`src/hw/calc_pkg.sv`:
```
package calc_pkg;

    // Word and keypad sizes
    localparam int OPERAND_W = 16;
    localparam int DIGIT_W   = 4;

    // Request buffer sizing, depth kept a power of two
    localparam int QUEUE_DEPTH = 2;
    localparam int PTR_W       = $clog2(QUEUE_DEPTH);
    localparam int CNT_W       = $clog2(QUEUE_DEPTH + 1);

    localparam logic [CNT_W-1:0] QUEUE_FULL_CNT = QUEUE_DEPTH[CNT_W-1:0];

    // Shift-add multiplier, one iteration per multiplier bit
    localparam int MUL_CYCLES = OPERAND_W;
    localparam int MUL_CNT_W  = $clog2(MUL_CYCLES);
    localparam int MUL_LAST   = MUL_CYCLES - 1;

    localparam logic [MUL_CNT_W-1:0] MUL_FIRST_CNT = 1;       // First step done at start
    localparam logic [MUL_CNT_W-1:0] MUL_LAST_CNT  = MUL_LAST[MUL_CNT_W-1:0];

    // One-hot operator codes as they arrive from the keypad
    typedef enum logic [2:0] {
        OP_ADD = 3'b001,
        OP_SUB = 3'b010,
        OP_MUL = 3'b100
    } calc_op_t;

    // One complete equation waiting for the arithmetic unit
    typedef struct packed {
        calc_op_t               op;
        logic [OPERAND_W-1:0]   operand_a;
        logic [OPERAND_W-1:0]   operand_b;
    } calc_req_t;

endpackage

```
`src/hw/arith_unit.sv`:
```
`timescale 1ns/10ps

module arith_unit (
    input  logic                                clk,
    input  logic                                nRST,
    input  logic                                start,
    input  calc_pkg::calc_op_t                  op,
    input  logic [calc_pkg::OPERAND_W-1:0]      in_a,
    input  logic [calc_pkg::OPERAND_W-1:0]      in_b,
    output logic                                finish,
    output logic signed [calc_pkg::OPERAND_W-1:0] result
);

    logic                               busy;       // Multiply in progress
    logic [calc_pkg::MUL_CNT_W-1:0]     iter;
    logic [calc_pkg::OPERAND_W-1:0]     mcand;
    logic [calc_pkg::OPERAND_W-1:0]     mplier;
    logic [calc_pkg::OPERAND_W-1:0]     acc;
    logic [calc_pkg::OPERAND_W-1:0]     acc_step;
    logic                               last_iter;

    // Partial product for the current multiplier bit, low bits only
    assign acc_step  = acc + (mplier[0] ? mcand : '0);
    assign last_iter = busy && (iter == calc_pkg::MUL_LAST_CNT);

    always_ff @(posedge clk or negedge nRST) begin
        if (!nRST) begin
            busy   <= 1'b0;
            iter   <= '0;
            finish <= 1'b0;
        end else begin
            finish <= 1'b0;
            if (start) begin
                busy   <= (op == calc_pkg::OP_MUL);
                finish <= (op != calc_pkg::OP_MUL);    // Add and sub done in one
                iter   <= calc_pkg::MUL_FIRST_CNT;
            end else if (busy) begin
                iter <= iter + 1'b1;
                if (last_iter) begin
                    busy   <= 1'b0;
                    finish <= 1'b1;
                end
            end
        end
    end

    // Datapath, the first multiply step happens on the start edge
    always_ff @(posedge clk) begin
        if (start) begin
            case (op)
                calc_pkg::OP_ADD: result <= in_a + in_b;
                calc_pkg::OP_SUB: result <= in_a - in_b;
                default: begin
                    acc    <= in_b[0] ? in_a : '0;
                    mcand  <= in_a << 1;
                    mplier <= in_b >> 1;
                end
            endcase
        end else if (busy) begin
            acc    <= acc_step;
            mcand  <= mcand << 1;
            mplier <= mplier >> 1;
            if (last_iter)
                result <= acc_step;
        end
    end

    // The controller must wait for finish before the next start
    no_start_busy: assert property (@(posedge clk) disable iff (!nRST) start |-> !busy);

endmodule

```
`src/hw/calc_control.sv`:
```
`timescale 1ns/10ps

module calc_control (
    input  logic                                    clk,
    input  logic                                    nRST,
    input  logic                                    empty,
    input  calc_pkg::calc_req_t                     head_req,
    output logic                                    pop,
    output logic                                    start,
    output calc_pkg::calc_op_t                      op,
    output logic [calc_pkg::OPERAND_W-1:0]          in_a,
    output logic [calc_pkg::OPERAND_W-1:0]          in_b,
    input  logic                                    finish,
    input  logic signed [calc_pkg::OPERAND_W-1:0]   result,
    output logic                                    complete,
    output logic signed [calc_pkg::OPERAND_W-1:0]   display_output
);

    typedef enum logic [1:0] {
        IDLE,   // Waiting for a queued request
        BUSY,   // Arithmetic unit running
        SHOW    // Result on display, complete high
    } ctrl_state_t;

    ctrl_state_t state;

    assign pop = (state == IDLE) && !empty;

    always_ff @(posedge clk or negedge nRST) begin
        if (!nRST) begin
            state          <= IDLE;
            start          <= 1'b0;
            complete       <= 1'b0;
            display_output <= '0;
        end else begin
            start    <= 1'b0;
            complete <= 1'b0;
            case (state)
                IDLE: begin
                    if (pop) begin
                        start <= 1'b1;      // Operands latched on this edge too
                        state <= BUSY;
                    end
                end
                BUSY: begin
                    if (finish) begin
                        display_output <= result;
                        complete       <= 1'b1;
                        state          <= SHOW;
                    end
                end
                SHOW:    state <= IDLE;
                default: state <= IDLE;
            endcase
        end
    end

    always_ff @(posedge clk) begin
        if (pop) begin
            op   <= head_req.op;
            in_a <= head_req.operand_a;
            in_b <= head_req.operand_b;
        end
    end

    finish_when_busy: assert property (@(posedge clk) disable iff (!nRST)
        finish |-> (state == BUSY));

endmodule

```
`src/hw/calc_top.sv`:
```
`timescale 1ns/10ps

module calc_top (
    input  logic                                    clk,
    input  logic                                    nRST,
    input  logic [calc_pkg::DIGIT_W-1:0]            keypad_input,
    input  logic                                    read_input,
    input  logic [2:0]                              operator_input,
    input  logic                                    equal_input,
    output logic                                    complete,
    output logic signed [calc_pkg::OPERAND_W-1:0]   display_output
);

    // Producer to queue
    logic                                   push;
    logic                                   full;
    calc_pkg::calc_req_t                    push_req;

    // Queue to consumer
    logic                                   pop;
    logic                                   empty;
    calc_pkg::calc_req_t                    head_req;

    // Consumer to arithmetic unit
    logic                                   start;
    logic                                   finish;
    calc_pkg::calc_op_t                     op;
    logic [calc_pkg::OPERAND_W-1:0]         in_a;
    logic [calc_pkg::OPERAND_W-1:0]         in_b;
    logic signed [calc_pkg::OPERAND_W-1:0]  result;

    keypad_entry u_entry (
        .clk            (clk),
        .nRST           (nRST),
        .keypad_input   (keypad_input),
        .read_input     (read_input),
        .operator_input (operator_input),
        .equal_input    (equal_input),
        .full           (full),
        .push           (push),
        .push_req       (push_req)
    );

    request_queue u_queue (
        .clk      (clk),
        .nRST     (nRST),
        .push     (push),
        .push_req (push_req),
        .pop      (pop),
        .full     (full),
        .empty    (empty),
        .head_req (head_req)
    );

    calc_control u_control (
        .clk            (clk),
        .nRST           (nRST),
        .empty          (empty),
        .head_req       (head_req),
        .pop            (pop),
        .start          (start),
        .op             (op),
        .in_a           (in_a),
        .in_b           (in_b),
        .finish         (finish),
        .result         (result),
        .complete       (complete),
        .display_output (display_output)
    );

    arith_unit u_arith (
        .clk    (clk),
        .nRST   (nRST),
        .start  (start),
        .op     (op),
        .in_a   (in_a),
        .in_b   (in_b),
        .finish (finish),
        .result (result)
    );

endmodule

```
`src/hw/keypad_entry.sv`:
```
`timescale 1ns/10ps

module keypad_entry (
    input  logic                            clk,
    input  logic                            nRST,
    input  logic [calc_pkg::DIGIT_W-1:0]    keypad_input,
    input  logic                            read_input,
    input  logic [2:0]                      operator_input,
    input  logic                            equal_input,
    input  logic                            full,
    output logic                            push,
    output calc_pkg::calc_req_t             push_req
);

    typedef enum logic [1:0] {
        PHASE_A,    // Building first operand
        PHASE_B,    // Building second operand
        HOLD        // Request waits for queue room
    } entry_state_t;

    entry_state_t                   state;
    calc_pkg::calc_op_t             op_q;
    logic [calc_pkg::OPERAND_W-1:0] operand_a;
    logic [calc_pkg::OPERAND_W-1:0] operand_b;
    logic [calc_pkg::OPERAND_W-1:0] operand_b_next;
    logic                           op_valid;
    logic                           take_eq;

    // Old value times ten plus the digit, wraps at the word width
    function automatic logic [calc_pkg::OPERAND_W-1:0] fold_digit(
        input logic [calc_pkg::OPERAND_W-1:0] value,
        input logic [calc_pkg::DIGIT_W-1:0]   digit
    );
        return (value << 3) + (value << 1)
            + {{(calc_pkg::OPERAND_W - calc_pkg::DIGIT_W){1'b0}}, digit};
    endfunction

    assign op_valid = (operator_input == calc_pkg::OP_ADD)
                   || (operator_input == calc_pkg::OP_SUB)
                   || (operator_input == calc_pkg::OP_MUL);
    assign take_eq = (state == PHASE_B) && equal_input;

    // A digit keyed with equal still lands in operand B
    assign operand_b_next = read_input ? fold_digit(operand_b, keypad_input) : operand_b;

    always_ff @(posedge clk or negedge nRST) begin
        if (!nRST) begin
            state     <= PHASE_A;
            op_q      <= calc_pkg::OP_ADD;
            operand_a <= '0;
            operand_b <= '0;
            push      <= 1'b0;
        end else begin
            push <= 1'b0;
            case (state)
                PHASE_A: begin
                    if (read_input)
                        operand_a <= fold_digit(operand_a, keypad_input);
                    if (op_valid) begin
                        op_q  <= calc_pkg::calc_op_t'(operator_input);
                        state <= PHASE_B;
                    end
                end
                PHASE_B: begin
                    if (equal_input) begin
                        operand_a <= '0;
                        operand_b <= '0;
                        push      <= !full;
                        state     <= full ? HOLD : PHASE_A;
                    end else begin
                        operand_b <= operand_b_next;
                    end
                end
                HOLD: begin
                    if (!full) begin    // Keys ignored until pushed
                        push  <= 1'b1;
                        state <= PHASE_A;
                    end
                end
                default: state <= PHASE_A;
            endcase
        end
    end

    always_ff @(posedge clk) begin
        if (take_eq) begin
            push_req.op        <= op_q;
            push_req.operand_a <= operand_a;
            push_req.operand_b <= operand_b_next;
        end
    end

    // Queue full only drops by a pop, so a registered push is always safe
    push_never_full: assert property (@(posedge clk) disable iff (!nRST) push |-> !full);

endmodule

```
`src/hw/request_queue.sv`:
```
`timescale 1ns/10ps

module request_queue (
    input  logic                clk,
    input  logic                nRST,
    input  logic                push,
    input  calc_pkg::calc_req_t push_req,
    input  logic                pop,
    output logic                full,
    output logic                empty,
    output calc_pkg::calc_req_t head_req
);

    calc_pkg::calc_req_t            mem [calc_pkg::QUEUE_DEPTH];
    logic [calc_pkg::PTR_W-1:0]     wr_ptr;
    logic [calc_pkg::PTR_W-1:0]     rd_ptr;
    logic [calc_pkg::CNT_W-1:0]     count;
    logic                           do_push;
    logic                           do_pop;

    assign do_push  = push && !full;
    assign do_pop   = pop && !empty;
    assign full     = (count == calc_pkg::QUEUE_FULL_CNT);
    assign empty    = (count == '0);
    assign head_req = mem[rd_ptr];      // Head visible the cycle after its push

    always_ff @(posedge clk) begin
        if (do_push)
            mem[wr_ptr] <= push_req;
    end

    always_ff @(posedge clk or negedge nRST) begin
        if (!nRST) begin
            wr_ptr <= '0;
            rd_ptr <= '0;
            count  <= '0;
        end else begin
            if (do_push)
                wr_ptr <= wr_ptr + 1'b1;   // Wraps, depth is a power of two
            if (do_pop)
                rd_ptr <= rd_ptr + 1'b1;
            case ({do_push, do_pop})
                2'b10:   count <= count + 1'b1;
                2'b01:   count <= count - 1'b1;
                default: count <= count;   // Both or neither
            endcase
        end
    end

    no_push_full: assert property (@(posedge clk) disable iff (!nRST) push |-> !full);
    no_pop_empty: assert property (@(posedge clk) disable iff (!nRST) pop |-> !empty);

endmodule

```
`config.mk`:
```
export PLATFORM = sky130hd
export DESIGN_NAME = calc_top
export DESIGN_NICKNAME = d
export VERILOG_FILES = /design/src/hw/calc_pkg.sv /design/src/hw/arith_unit.sv /design/src/hw/calc_control.sv /design/src/hw/calc_top.sv /design/src/hw/keypad_entry.sv /design/src/hw/request_queue.sv
export SDC_FILE = /design/constraint.sdc
export NUM_CORES = 1
export LEC_CHECK = 0
export BUFFER_PORTS_ARGS = -buffer_cell sky130_fd_sc_hd__buf_2
export CAP_MARGIN = 15
export CORE_ASPECT_RATIO = 0.75
export CORE_UTILIZATION = 57
export DETAILED_ROUTE_END_ITERATION = 10
export PLACE_DENSITY = 0.76
export SYNTH_ARGS = -nofsm -noshare
export SYNTH_HDL_FRONTEND = slang
export SYNTH_HIERARCHICAL = 1
export SYNTH_SLANG_ARGS = --single-unit
export TNS_END_PERCENT = 100
```
`constraint.sdc`:
```
create_clock -name clk -period 4.2 [get_ports clk]
set_input_delay 0.42 -clock clk [delete_from_list [all_inputs] [get_ports clk]]
set_output_delay 0.42 -clock clk [all_outputs]
set_load 0.005 [all_outputs]
```
==> metrics.md <==
| Metric | Value |
|---|---|
| Number of H-tree levels | 1 |
| CP startpoint | u_control/in_b[4] |
| Fmax | 0.295 GHz |
| Ratio of cells with drive above 1 in the final layout | 16.4% |
| Clock Pin Slew Worst Setup and Hold Paths | 60 ps |
| Synth warnings | 6 |
| Gp weighted congestion | 0.889 |
| Core Area | 23400 sq um |
| Post-cts hold buffer count | 0 |
| Post-synth top area share | 44.1% |
| Num ports | 28 |
| Critical setup path kind | reg -> reg |
| Setup TNS | 0 ps |
| Static Leak | 6.18 nW |
| CP Launch Type | flop |
| Post-synth EDFFs | 202 |
| Power Total | 13.0 mW |
| DP Wirelength | 18.2 mm |
| Cts bufs inserted | 25 |
| Hold Path Class | in -> async |
| Synth area leader | edfxtp_1 |
| Post-CTS Setup Bufs | 0 |
| Min setup slack post-route | 812 ps |
| Die height | 137 um |
| Synth Register Bits | 270 |
| CP Capture Type | flop |
| Ant diodes | 0 |
| 1st-pass router iterations | 5 |
| Critical Path RT | 4480 ps |
| Initial antenna violation count | 0 |
| Final period util | 80.7% |
| FFs w/ async S/R, synth | 25.2% |
| Status | complete, no violations |
| Pins Over Slew Limit | 0 |
| Total Routing Usage GR | 21.3% |
| Post-synthesis sequential area ratio | 56.5% |
| Primary FF master, synth | edfxtp_1 |
| Slew @ Worst Pin | 951 ps |
| Cell Rows | 48 |
| CTS tree | done |
| Final net count | 1190 |
| Die area | 24800 sq um |
| Clock insertion delay at the later pin of the skew report | 530 ps |
| Die width | 181 um |
| Reg-to-Reg Start | u_control/in_b[4] |
| Mapped Cells | 1053 |
| I/O Buffers | 27 |
| Crit path DAT | 3670 ps |
| Vias in the first global route | 7923 |
| CP Max Fanout | 5 |
| Clk buf depth | 3 |
| Cell Area, Synth | 13800 sq um |
| Post-synth top cells | edfxtp_1, ha_1, nand2_1, dfrtp_1, nor2_1 |
| Vias per inst | 5.91 |
| DRT iter0 DRCs | 640 |
| Grt total ovfl | 0 |
| Mapped Avg Cell Area | 13.1 sq um |
| Area delta synth->final | 9.27% |
| Peak supply drop | 0.341 mV |
| # fillers | 1712 |
| Resize count post-CTS | 0 |
| Clk sinks | 270 |
| WL final | 25.3 mm |
| Unrepaired setup endpoints after global routing | false |
| Global-route wire length before repair | 41.9 mm |
| Synth unique cells | 72 |
| Most numerous cell in the Yosys netlist | edfxtp_1 |
| Reg with most FFs | u_queue/mem |
| Pre-CTS WS | 876 ps |
| DR vias | 8294 |
| Routed Antenna Nets | 0 |
| Pin count of the biggest net entering global routing | 55 |
| Pwr per Cell Area | 863 nW/um^2 |
| Wire length per cell | 18.0 um |
| Minimum clock period | 3390 ps |
| CTS root buffer | clkbuf_16 |
| Synth area leaders | edfxtp_1, dfrtp_1, ha_1 |
| Initial core utilization | 58.9% |
| Slew margin rel. | 36.6% |
| Max cap viols | 0 |
| Largest regs | u_queue/mem: 70 flops, u_entry/push_req: 35 flops |
| Max reg flops | 70 |
| Syn_nets | 1158 |
| Clock Skews | 8.56 ps |
| Setup violators final | 0 |
| Final hold vios | 0 |
| # DRC | 0 |
## worst max-delay path, stage by stage, from the launching register on
cell and delay (ps):
edfxtp_1 460, nor4_1 580, nand2_1 160, o31ai_1 310, xor2_1 220, ha_1 310, o21ai_0 390, nand2b_1 110
a31oi_1 180, a31oi_1 70, xor2_1 170, a21o_1 180
## per-layer routing
layer | up-vias | share of wire, % | global-route usage, % | wire, um
met1 | 4059 | 51 | 32.4 | 12800
li1 | 3989 | - | - | -
met2 | 219 | 44 | 33.0 | 11000
met5 | - | 0 | 0 | 0
met4 | 0 | 1.2 | 3.95 | 311
met3 | 27 | 4.6 | 2.82 | 1150
## cell type report
class	instances	area (sq um)	area share [%]
Sequential cell	270	7770	51.7
Timing Repair Buffer	37	210	1.40
Multi-Input combinational cell	716	5680	37.8
Inverter	35	131	0.874
Clock inverter	12	180	1.20
Clock buffer	34	679	4.52
Tap cell	300	375	2.50
## through the flow
stage | util (%) | instances | instance area [sq um] | hold WS, ps
global placement | 60.7 | 1358 | 14200 | 423
detailed placement | 60.7 | 1358 | 14200 | 431
finish | 64.3 | 1404 | 15000 | 45.3
CTS | 64.3 | 1404 | 15000 | 74.0
floorplan | - | 1053 | 13800 | 124
global route | 64.3 | 1404 | 15000 | 126
## worst paths after layout
| path | end | slack, ps | cells after the start |
|---|---|---|---|
| worst max-delay path | u_arith/result[13] | 810 | 11 |
| worst min-delay path | u_arith/iter[3] | 50 | 1 |
| worst max register to register | u_arith/result[13] | 810 | 11 |
| worst min register to register | u_queue/mem[0][1] | 450 | 0 |
| max in group asynchronous | u_entry/op_q[0] | 3170 | 2 |
| min in group clk | u_entry/operand_a[0] | 130 | 2 |
## report_power, final
part	total, mW	internal, mW	switching [mW]
registers	5.04	4.37	0.667
logic	5.60	2.49	3.12
clock network	2.34	1.39	0.946
## kinds of logic (layout without fill, tap and decap cells)
group | Yosys count | after routing | share of synthesized area, %
compound gates | 221 | 221 | 10.7
xor+xnor | 64 | 64 | 4.08
fa+ha+maj | 94 | 94 | 8.88
buf+inv | 67 | 118 | 2.35
flops | 270 | 270 | 56.5
mux | 97 | 97 | 8.90
simple gates | 240 | 240 | 8.67
## cell usage in the layout (no fill, tap or decap), types with 23 or more instances in the layout
master and count:
edfxtp_1 202, ha_1 88, nand2_1 73, dfrtp_1 65, nor2_1 63, mux2_2 54, a21oi_1 52, o21ai_0 43
mux2_4 37, xnor2_1 36, inv_1 35, xor2_1 28, buf_2 27, clkbuf_16 25, a21o_1 23
Note: power is estimated with default switching activity, not from simulation.
